**src/cmd_pkg.sv**
```systemverilog
//----------------------------------------------------------------------------
// command intake pipeline shared widths and vector types
// sizes for contexts, addresses, tags and command-room credits
//----------------------------------------------------------------------------
package cmd_pkg;

   localparam int CTXT_W   = 4;
   localparam int NUM_CTXT = 2 ** CTXT_W;
   localparam int EA_W     = 64;        // effective address of the request block
   localparam int TAG_W    = 4;
   localparam int NUM_TAGS = 16;
   localparam int CROOM_W  = 8;         // credit counter and room limit

   // low address bits that have to be zero, 16-byte alignment
   localparam int ALIGN_BITS = 4;

   localparam int DEF_FIFO_DEPTH = 8;

   typedef logic [CTXT_W-1:0]  ctxt_t;
   typedef logic [EA_W-1:0]    ea_t;
   typedef logic [TAG_W-1:0]   tag_t;
   typedef logic [CROOM_W-1:0] croom_t;

endpackage

```
**src/afu_cmd_top.sv**
```systemverilog
//----------------------------------------------------------------------------
// command intake pipeline top
// credit check, command FIFO, tag allocation and issue stage
//----------------------------------------------------------------------------
`timescale 1ns/1ns

module afu_cmd_top #(
   parameter int FIFO_DEPTH = cmd_pkg::DEF_FIFO_DEPTH
) (
   input  logic            clk,
   input  logic            i_rst_n,
   input  logic            i_db_v,
   input  cmd_pkg::ctxt_t  i_db_ctxt,
   input  cmd_pkg::ea_t    i_db_ea,
   input  cmd_pkg::croom_t i_croom_max,
   input  logic            i_ctxt_rst_v,
   input  cmd_pkg::ctxt_t  i_ctxt_rst_id,
   output logic            o_ctxt_rst_ack,
   output logic            o_croom_err_v,
   output cmd_pkg::ctxt_t  o_croom_err_ctxt,
   output logic            o_cmd_dropped,
   input  logic            i_cmpl_v,
   input  cmd_pkg::tag_t   i_cmpl_tag,
   output logic            o_no_tags,
   output logic            o_cmpl_error_hld,
   output logic            o_cmd_v,
   input  logic            i_cmd_r,
   output cmd_pkg::ctxt_t  o_cmd_ctxt,
   output cmd_pkg::ea_t    o_cmd_ea,
   output cmd_pkg::tag_t   o_cmd_tag,
   output logic            o_cmd_ok
);
   import cmd_pkg::*;

   localparam int FIFO_W = CTXT_W + EA_W;

   logic              push_v, push_r;
   ctxt_t             push_ctxt;
   ea_t               push_ea;
   logic              head_v, head_r;
   logic [FIFO_W-1:0] head_d;
   logic              tag_v, tag_alloc;
   tag_t              tag_free;
   logic              dec_v;

   // credit goes back when the command leaves the block
   assign dec_v = o_cmd_v & i_cmd_r;

   croom_ctrl u_croom (
      .clk              (clk),
      .i_rst_n          (i_rst_n),
      .i_db_v           (i_db_v),
      .i_db_ctxt        (i_db_ctxt),
      .i_db_ea          (i_db_ea),
      .i_croom_max      (i_croom_max),
      .i_ctxt_rst_v     (i_ctxt_rst_v),
      .i_ctxt_rst_id    (i_ctxt_rst_id),
      .o_ctxt_rst_ack   (o_ctxt_rst_ack),
      .i_dec_v          (dec_v),
      .i_dec_ctxt       (o_cmd_ctxt),
      .o_push_v         (push_v),
      .i_push_r         (push_r),
      .o_push_ctxt      (push_ctxt),
      .o_push_ea        (push_ea),
      .o_croom_err_v    (o_croom_err_v),
      .o_croom_err_ctxt (o_croom_err_ctxt),
      .o_cmd_dropped    (o_cmd_dropped)
   );

   cmd_fifo #(
      .DATA_W     (FIFO_W),
      .FIFO_DEPTH (FIFO_DEPTH)
   ) u_fifo (
      .clk     (clk),
      .i_rst_n (i_rst_n),
      .i_v     (push_v),
      .o_r     (push_r),
      .i_d     ({push_ctxt, push_ea}),   // context on top, address below
      .o_v     (head_v),
      .i_r     (head_r),
      .o_d     (head_d)
   );

   tag_mgr u_tags (
      .clk              (clk),
      .i_rst_n          (i_rst_n),
      .o_avail_v        (tag_v),
      .o_avail_tag      (tag_free),
      .i_alloc          (tag_alloc),
      .i_cmpl_v         (i_cmpl_v),
      .i_cmpl_tag       (i_cmpl_tag),
      .o_no_tags        (o_no_tags),
      .o_cmpl_error_hld (o_cmpl_error_hld)
   );

   cmd_issue u_issue (
      .clk         (clk),
      .i_rst_n     (i_rst_n),
      .i_head_v    (head_v),
      .o_head_r    (head_r),
      .i_head_ctxt (head_d[FIFO_W-1 -: CTXT_W]),
      .i_head_ea   (head_d[EA_W-1:0]),
      .i_tag_v     (tag_v),
      .i_tag       (tag_free),
      .o_alloc     (tag_alloc),
      .o_cmd_v     (o_cmd_v),
      .i_cmd_r     (i_cmd_r),
      .o_cmd_ctxt  (o_cmd_ctxt),
      .o_cmd_ea    (o_cmd_ea),
      .o_cmd_tag   (o_cmd_tag),
      .o_cmd_ok    (o_cmd_ok)
   );

endmodule

```
**src/cmd_fifo.sv**
```systemverilog
//----------------------------------------------------------------------------
// show-ahead synchronous FIFO, valid/ready on write and read side
//----------------------------------------------------------------------------
`timescale 1ns/1ns

module cmd_fifo #(
   parameter int DATA_W     = cmd_pkg::CTXT_W + cmd_pkg::EA_W,
   parameter int FIFO_DEPTH = cmd_pkg::DEF_FIFO_DEPTH
) (
   input  logic              clk,
   input  logic              i_rst_n,
   input  logic              i_v,
   output logic              o_r,
   input  logic [DATA_W-1:0] i_d,
   output logic              o_v,
   input  logic              i_r,
   output logic [DATA_W-1:0] o_d
);
   localparam int PTR_W = $clog2(FIFO_DEPTH);
   localparam int CNT_W = $clog2(FIFO_DEPTH + 1);

   logic [DATA_W-1:0] mem [FIFO_DEPTH];
   logic [PTR_W-1:0]  wr_ptr_q, rd_ptr_q;
   logic [CNT_W-1:0]  count_q;
   logic              push, pop;

   assign o_r  = count_q != CNT_W'(FIFO_DEPTH);
   assign o_v  = count_q != '0;
   assign push = i_v & o_r;
   assign pop  = o_v & i_r;
   assign o_d  = mem[rd_ptr_q];                   // head shows without a pop

   always_ff @(posedge clk or negedge i_rst_n) begin
      if (!i_rst_n) begin
         wr_ptr_q <= '0;
         rd_ptr_q <= '0;
         count_q  <= '0;
      end else begin
         if (push) begin
            wr_ptr_q <= (wr_ptr_q == PTR_W'(FIFO_DEPTH - 1)) ? '0 : wr_ptr_q + 1'b1;
         end
         if (pop) begin
            rd_ptr_q <= (rd_ptr_q == PTR_W'(FIFO_DEPTH - 1)) ? '0 : rd_ptr_q + 1'b1;
         end
         if (push && !pop) count_q <= count_q + 1'b1;
         else if (pop && !push) count_q <= count_q - 1'b1;
      end
   end

   always_ff @(posedge clk) begin
      if (push) mem[wr_ptr_q] <= i_d;
   end

   // full stays full unless something drains
   a_no_overflow: assert property (@(posedge clk) disable iff (!i_rst_n)
      (count_q == CNT_W'(FIFO_DEPTH) && !pop) |=> count_q == CNT_W'(FIFO_DEPTH));

   // an empty FIFO can only grow
   a_no_underflow: assert property (@(posedge clk) disable iff (!i_rst_n)
      (count_q == '0) |=> count_q <= CNT_W'(1));

endmodule

```
**src/cmd_issue.sv**
```systemverilog
//----------------------------------------------------------------------------
// command issue stage
// joins queue head with a free tag, flags misaligned blocks, holds output
//----------------------------------------------------------------------------
`timescale 1ns/1ns

module cmd_issue (
   input  logic           clk,
   input  logic           i_rst_n,
   input  logic           i_head_v,
   output logic           o_head_r,
   input  cmd_pkg::ctxt_t i_head_ctxt,
   input  cmd_pkg::ea_t   i_head_ea,
   input  logic           i_tag_v,
   input  cmd_pkg::tag_t  i_tag,
   output logic           o_alloc,
   output logic           o_cmd_v,
   input  logic           i_cmd_r,
   output cmd_pkg::ctxt_t o_cmd_ctxt,
   output cmd_pkg::ea_t   o_cmd_ea,
   output cmd_pkg::tag_t  o_cmd_tag,
   output logic           o_cmd_ok
);
   import cmd_pkg::*;

   logic  out_v_q;
   ctxt_t out_ctxt_q;
   ea_t   out_ea_q;
   tag_t  out_tag_q;
   logic  out_ok_q;
   logic  slot_free;
   logic  load;
   logic  head_aligned;

   assign slot_free    = ~out_v_q | i_cmd_r;    // empty or draining this cycle
   assign load         = i_head_v & i_tag_v & slot_free;
   assign head_aligned = ~|i_head_ea[ALIGN_BITS-1:0];

   assign o_head_r = i_tag_v & slot_free;
   assign o_alloc  = load;

   always_ff @(posedge clk or negedge i_rst_n) begin
      if (!i_rst_n) begin
         out_v_q <= 1'b0;
      end else if (load) begin
         out_v_q <= 1'b1;
      end else if (i_cmd_r) begin
         out_v_q <= 1'b0;
      end
   end

   always_ff @(posedge clk) begin
      if (load) begin
         out_ctxt_q <= i_head_ctxt;
         out_ea_q   <= i_head_ea;
         out_tag_q  <= i_tag;
         out_ok_q   <= head_aligned;   // misaligned still goes out, ok low
      end
   end

   assign o_cmd_v    = out_v_q;
   assign o_cmd_ctxt = out_ctxt_q;
   assign o_cmd_ea   = out_ea_q;
   assign o_cmd_tag  = out_tag_q;
   assign o_cmd_ok   = out_ok_q;

   // stalled command holds still until the consumer takes it
   a_stall_stable: assert property (@(posedge clk) disable iff (!i_rst_n)
      (o_cmd_v && !i_cmd_r) |=> o_cmd_v && $stable(o_cmd_ctxt) && $stable(o_cmd_ea)
                                && $stable(o_cmd_tag) && $stable(o_cmd_ok));

endmodule

```
**src/croom_ctrl.sv**
```systemverilog
//----------------------------------------------------------------------------
// per-context command-room credits
// sorts each doorbell into accept, reject or drop and keeps outstanding counts
//----------------------------------------------------------------------------
`timescale 1ns/1ns

module croom_ctrl (
   input  logic           clk,
   input  logic           i_rst_n,
   input  logic           i_db_v,
   input  cmd_pkg::ctxt_t i_db_ctxt,
   input  cmd_pkg::ea_t   i_db_ea,
   input  cmd_pkg::croom_t i_croom_max,
   input  logic           i_ctxt_rst_v,
   input  cmd_pkg::ctxt_t i_ctxt_rst_id,
   output logic           o_ctxt_rst_ack,
   input  logic           i_dec_v,
   input  cmd_pkg::ctxt_t i_dec_ctxt,
   output logic           o_push_v,
   input  logic           i_push_r,
   output cmd_pkg::ctxt_t o_push_ctxt,
   output cmd_pkg::ea_t   o_push_ea,
   output logic           o_croom_err_v,
   output cmd_pkg::ctxt_t o_croom_err_ctxt,
   output logic           o_cmd_dropped
);
   import cmd_pkg::*;

   croom_t               cnt_q [NUM_CTXT];
   logic [NUM_CTXT-1:0]  inc_hit, dec_hit, rst_hit;
   logic                 acc_q, rej_q;       // registered doorbell outcome
   ctxt_t                db_ctxt_q;
   ea_t                  db_ea_q;
   logic                 ack_q;
   logic                 push_fire;
   logic                 pend_same;
   logic [CROOM_W:0]     db_level;
   logic                 db_room;

   assign push_fire = acc_q & i_push_r;

   // a push still in flight for the same context counts against its room
   assign pend_same = push_fire & (db_ctxt_q == i_db_ctxt);
   assign db_level  = {1'b0, cnt_q[i_db_ctxt]} + {{CROOM_W{1'b0}}, pend_same};
   assign db_room   = db_level < {1'b0, i_croom_max};

   always_comb begin
      for (int i = 0; i < NUM_CTXT; i++) begin
         inc_hit[i] = push_fire & (db_ctxt_q == ctxt_t'(i));
         dec_hit[i] = i_dec_v & (i_dec_ctxt == ctxt_t'(i));
         rst_hit[i] = i_ctxt_rst_v & (i_ctxt_rst_id == ctxt_t'(i));
      end
   end

   always_ff @(posedge clk or negedge i_rst_n) begin
      if (!i_rst_n) begin
         cnt_q <= '{default: '0};
      end else begin
         for (int i = 0; i < NUM_CTXT; i++) begin
            if (rst_hit[i]) begin
               cnt_q[i] <= '0;                        // context reset wins
            end else if (inc_hit[i] && !dec_hit[i]) begin
               cnt_q[i] <= cnt_q[i] + 1'b1;
            end else if (dec_hit[i] && !inc_hit[i] && cnt_q[i] != '0) begin
               cnt_q[i] <= cnt_q[i] - 1'b1;           // saturate at zero
            end
         end
      end
   end

   always_ff @(posedge clk or negedge i_rst_n) begin
      if (!i_rst_n) begin
         acc_q <= 1'b0;
         rej_q <= 1'b0;
         ack_q <= 1'b0;
      end else begin
         acc_q <= i_db_v & db_room;
         rej_q <= i_db_v & ~db_room;
         ack_q <= i_ctxt_rst_v;
      end
   end

   always_ff @(posedge clk) begin
      if (i_db_v) begin
         db_ctxt_q <= i_db_ctxt;
         db_ea_q   <= i_db_ea;
      end
   end

   // no back-pressure on the doorbell, a full FIFO means the command is lost
   assign o_push_v         = push_fire;
   assign o_push_ctxt      = db_ctxt_q;
   assign o_push_ea        = db_ea_q;
   assign o_cmd_dropped    = acc_q & ~i_push_r;
   assign o_croom_err_v    = rej_q;
   assign o_croom_err_ctxt = db_ctxt_q;
   assign o_ctxt_rst_ack   = ack_q;

   // the room check made at doorbell time still holds when the count moves
   a_room_limit: assert property (@(posedge clk) disable iff (!i_rst_n)
      push_fire |=> cnt_q[$past(db_ctxt_q)] <= $past(i_croom_max));

endmodule

```
**src/tag_mgr.sv**
```systemverilog
//----------------------------------------------------------------------------
// command tag free list
// hands out the lowest free tag, takes completions, flags bad frees
//----------------------------------------------------------------------------
`timescale 1ns/1ns

module tag_mgr (
   input  logic          clk,
   input  logic          i_rst_n,
   output logic          o_avail_v,
   output cmd_pkg::tag_t o_avail_tag,
   input  logic          i_alloc,
   input  logic          i_cmpl_v,
   input  cmd_pkg::tag_t i_cmpl_tag,
   output logic          o_no_tags,
   output logic          o_cmpl_error_hld
);
   import cmd_pkg::*;

   logic [NUM_TAGS-1:0] outst_q;       // one bit per tag in flight
   logic [NUM_TAGS-1:0] set_vec, clr_vec;
   tag_t                free_tag;
   logic                bad_free;
   logic                err_q;

   // priority pick where the lowest index wins
   always_comb begin
      free_tag = '0;
      for (int i = NUM_TAGS - 1; i >= 0; i--) begin
         if (!outst_q[i]) begin
            free_tag = tag_t'(i);
         end
      end
   end

   assign o_avail_v   = ~&outst_q;
   assign o_avail_tag = free_tag;
   assign o_no_tags   = &outst_q;

   assign bad_free = i_cmpl_v & ~outst_q[i_cmpl_tag];

   always_comb begin
      set_vec = '0;
      clr_vec = '0;
      if (i_alloc) begin
         set_vec[free_tag] = 1'b1;
      end
      if (i_cmpl_v) begin
         clr_vec[i_cmpl_tag] = 1'b1;
      end
   end

   always_ff @(posedge clk or negedge i_rst_n) begin
      if (!i_rst_n) begin
         outst_q <= '0;
      end else begin
         outst_q <= (outst_q & ~clr_vec) | set_vec;
      end
   end

   // sticky until reset
   always_ff @(posedge clk or negedge i_rst_n) begin
      if (!i_rst_n) begin
         err_q <= 1'b0;
      end else if (bad_free) begin
         err_q <= 1'b1;
      end
   end

   assign o_cmpl_error_hld = err_q;

   // the issue stage only allocates what is offered, and that tag is free
   a_alloc_free: assert property (@(posedge clk) disable iff (!i_rst_n)
      i_alloc |-> o_avail_v && !outst_q[o_avail_tag]);

endmodule

```
**config.mk**
```make
export PLATFORM = sky130hd
export DESIGN_NAME = afu_cmd_top
export DESIGN_NICKNAME = d
export VERILOG_FILES = /design/src/cmd_pkg.sv /design/src/afu_cmd_top.sv /design/src/cmd_fifo.sv /design/src/cmd_issue.sv /design/src/croom_ctrl.sv /design/src/tag_mgr.sv
export SDC_FILE = /design/constraint.sdc
export NUM_CORES = 1
export LEC_CHECK = 0
export BUFFER_PORTS_ARGS = -buffer_cell sky130_fd_sc_hd__buf_2
export CAP_MARGIN = 40
export CORE_UTILIZATION = 49
export CTS_CLUSTER_SIZE = 20
export DETAILED_ROUTE_END_ITERATION = 7
export PLACE_DENSITY = 0.66
export REMOVE_ABC_BUFFERS = 1
export SLEW_MARGIN = 20
export SYNTH_ARGS = -nofsm -noshare
export SYNTH_HDL_FRONTEND = slang
export SYNTH_SLANG_ARGS = --single-unit
```
**constraint.sdc**
```tcl
create_clock -name clk -period 16.3 [get_ports clk]
set_clock_uncertainty 0.05 [all_clocks]
set_input_delay 1.63 -clock clk [delete_from_list [all_inputs] [get_ports clk]]
set_output_delay 1.63 -clock clk [all_outputs]
set_load 0.01 [all_outputs]
```
==> metrics.txt <==
most used flip-flop cell after synthesis edfxtp_1; Cells after Synth 2469; CTS clk-pin slew, worst paths 70 ps; EDFF count, synth 685; NetSw 2.64 mW; Max Root-Sink Buffers 3; initial antenna violation count 4; required time of the critical path 16830 ps; CP top delay family multiplexers; Ports 173; fill count 5945; Clk pwr share 25.0%; Flop pwr share 41.6%; YS warnings 0; Hold Fails Final Rpt 0; final cycle utilization of the critical path 28.3%; number of CTS-inserted buffers 88; Netlist Area Pre-Place around 38000 um2; Detailed Routing Iterations Pass 1 7; setup bufs post-CTS 0; hold_buf cts 0; Reg area 24600 um2; Crit-path slowest cell mux4_2; Setup crit end kind flip-flop; drt drc 0; Slew headroom 43.7%; HP Class reg -> reg; Iteration-0 DRC Markers between 1500 and 2000; Finish-stage setup viols 0; Comb power frac about 33%; stages on the worst setup path 13; placed insts 3630; sw frac between 30 and 40%; RSZ-0062 raised after global routing false; Crit Path Class in -> reg; most frequent cells in the layout edfxtp_1, mux4_2, buf_2; core area 76300 um2; sequential share of the synthesized area 64.6%; die area 78700 um2; P_int approximately 5.3 mW; Startpoint Class input pin; Reg2Reg Depth 10; Slew Limit Fails 0; vias 22137; area of the multi-input gates around 13000 um2; crit path buf inv count 2; total gr overflow 0; crit-path cells buf_2 > buf_12 > mux4_2 > mux4_2 > ha_1 > ha_1 > ha_1 > a21o_1 > a21o_1 > a211oi_1 > o31ai_1 > a221oi_1 > and2_1; PwrDens 183 nW/um2; critical path arrival between 5000 and 6000 ps; Most Frequent Cell on Critical Path ha_1; max incr delay on CP 520 ps; Port-buffer cells 172; GRT Overall Usage approximately 22%; Worst VDD drop 0.0000957 V; total wire length ~86000 um; Die Y 281 um; setup tns final 0 ps; Clock Root Buffer clkbuf_16; num rows 101; share of cells above drive strength 1 between 20% and 30%; Slew @ Worst Pin 842 ps; routed length per instance ~23 um; LEAKAGE 15.9 nW; Max Clock Freq 0.217 GHz; routed vias/inst 5.83; FF+latch count, synth 844; max-cap check violation count 0; Non-Filler Instances 3799; Max H-tree Level 3; vias in the first global route between 20000 and 25000; status completed; Avg Inst Size Synth 15.4 um2; post-CTS sizing 0; clock tree sinks 844; crit-path max FO 24; Initial Util between 40% and 50%; Hold Crit Depth 1; Final GP Congestion 0.901; area grow syn2layout 14.3%; Worst-Skew Late Latency 650 ps; ys async rst share a little under a fifth; CTS tree built; first-pass GRT wire length 133000 um; largest net degree at the start of global routing 73; Die X around 280 um; Yosys cell types 70; nets approximately 3000; Detail Route Antenna Nets 0; most common cell after layout, fill and taps aside edfxtp_1; crit path time final around 4600 ps; post-DP HPWL about 55000 um
power groups by stage:
stage	clock network (mW)	registers (mW)	logic (mW)
after global routing	2.12	3.36	2.94
after detailed placement	0	3.35	2.66
after floorplan	0	3.34	1.95
after CTS	2.03	3.32	2.68
after global placement	0	3.38	2.49
final	1.99	3.32	2.66
kinds of logic (layout without fill, tap and decap cells):
logic type      count (synthesis)  in the layout  synth area share, %
xor+xnor                       74             74                 1.70
other cells                     0              2                    0
compound gates                405            405                 6.86
simple gates                  549            549                 7.29
flops                         844            844                 64.6
buf+inv                       208            506                 2.17
mux                           260            260                 12.8
fa+ha+maj                     129            129                 4.58
path summary, 6_finish.rpt:
| check | from | end | slack [ps] |
|---|---|---|---|
| worst min register to register | u_tags.o_cmpl_error_hld | u_tags.o_cmpl_error_hld | 420 |
| max in group asynchronous | i_rst_n | u_fifo.rd_ptr_q[2] | 14010 |
| worst min-delay path | u_tags.o_cmpl_error_hld | u_tags.o_cmpl_error_hld | 420 |
| worst max register to register | u_croom.o_croom_err_ctxt[0] | u_croom.cnt_q[39] | 12210 |
| min in group asynchronous | i_rst_n | u_tags.outst_q[15] | 770 |
| worst max-delay path | i_db_ctxt[0] | u_croom.acc_q | 11690 |
Yosys cell counts (11+ instances only):
cell type	count	area, um2
ha_1	112	1400
nand3b_1	30	225
o21a_1	34	255
edfxtp_1	685	20600
mux2i_1	13	130
nor3_1	51	255
a21o_1	24	180
o21bai_1	13	97.6
a21oi_1	154	771
nor2_1	154	578
mux4_2	175	3940
nor3b_1	12	90.1
clkbuf_1	43	161
inv_1	117	439
a31o_2	11	96.3
xor2_1	26	228
buf_2	16	80.1
nand2b_1	16	100
o21ai_0	60	300
nand2_1	133	499
nor4_1	35	219
xnor2_1	48	420
nor2b_1	15	93.8
a211oi_1	28	210
o31a_1	11	96.3
mux2_2	72	811
or3b_2	12	105
nand3_1	12	60.1
fa_1	17	340
or3_1	32	200
buf_1	21	78.8
dfrtp_1	159	3980
through the flow:
stage / hold WS [ps] / setup slack (ps) / power (mW) / cell area (um2) / utilization [%]
CTS: 427 / 11680 / 8.03 / 43400 / 56.9
floorplan: 406 / 8340 / 5.29 / 37700 / -
global placement: 405 / 10700 / 5.86 / 40000 / 52.5
global route: 456 / 11480 / 8.42 / 43500 / 56.9
detailed placement: 414 / 11030 / 6.01 / 40500 / 53.0
finish: 422 / 11690 / 7.97 / 43500 / 56.9
cell type report:
| class | instances | area share, % |
|---|---|---|
| flip-flops and latches | 844 | 56.5 |
| clock inverters | 48 | 1.28 |
| diodes | 2 | 0.0115 |
| multi-input cells | 1417 | 29.2 |
| inverters | 124 | 1.07 |
| well taps | 1030 | 2.97 |
| repair buffers | 219 | 3.49 |
| clock buffers | 115 | 5.44 |
layer usage:
layer	share of wire (%)	GRT usage [%]	up-vias
li1	-	-	10036
met4	1.9	5.67	2
met3	5.2	3.04	121
met5	0.0093	0	-
met1	43	29.7	11331
met2	50	37.9	647
flip-flops by register name (all words and copies together), names as in the netlist, 3 cells and up:
name and cells:
u_croom.cnt_q 128, u_fifo.mem 544, u_issue.o_cmd_tag 4, u_croom.o_croom_err_ctxt 4, u_croom.o_push_ea 64, u_tags.outst_q 16
u_issue.o_cmd_ctxt 4, u_fifo.rd_ptr_q 3, u_fifo.count_q 4, u_fifo.wr_ptr_q 3, u_issue.o_cmd_ea 64
(Power assumes the default switching activity.)
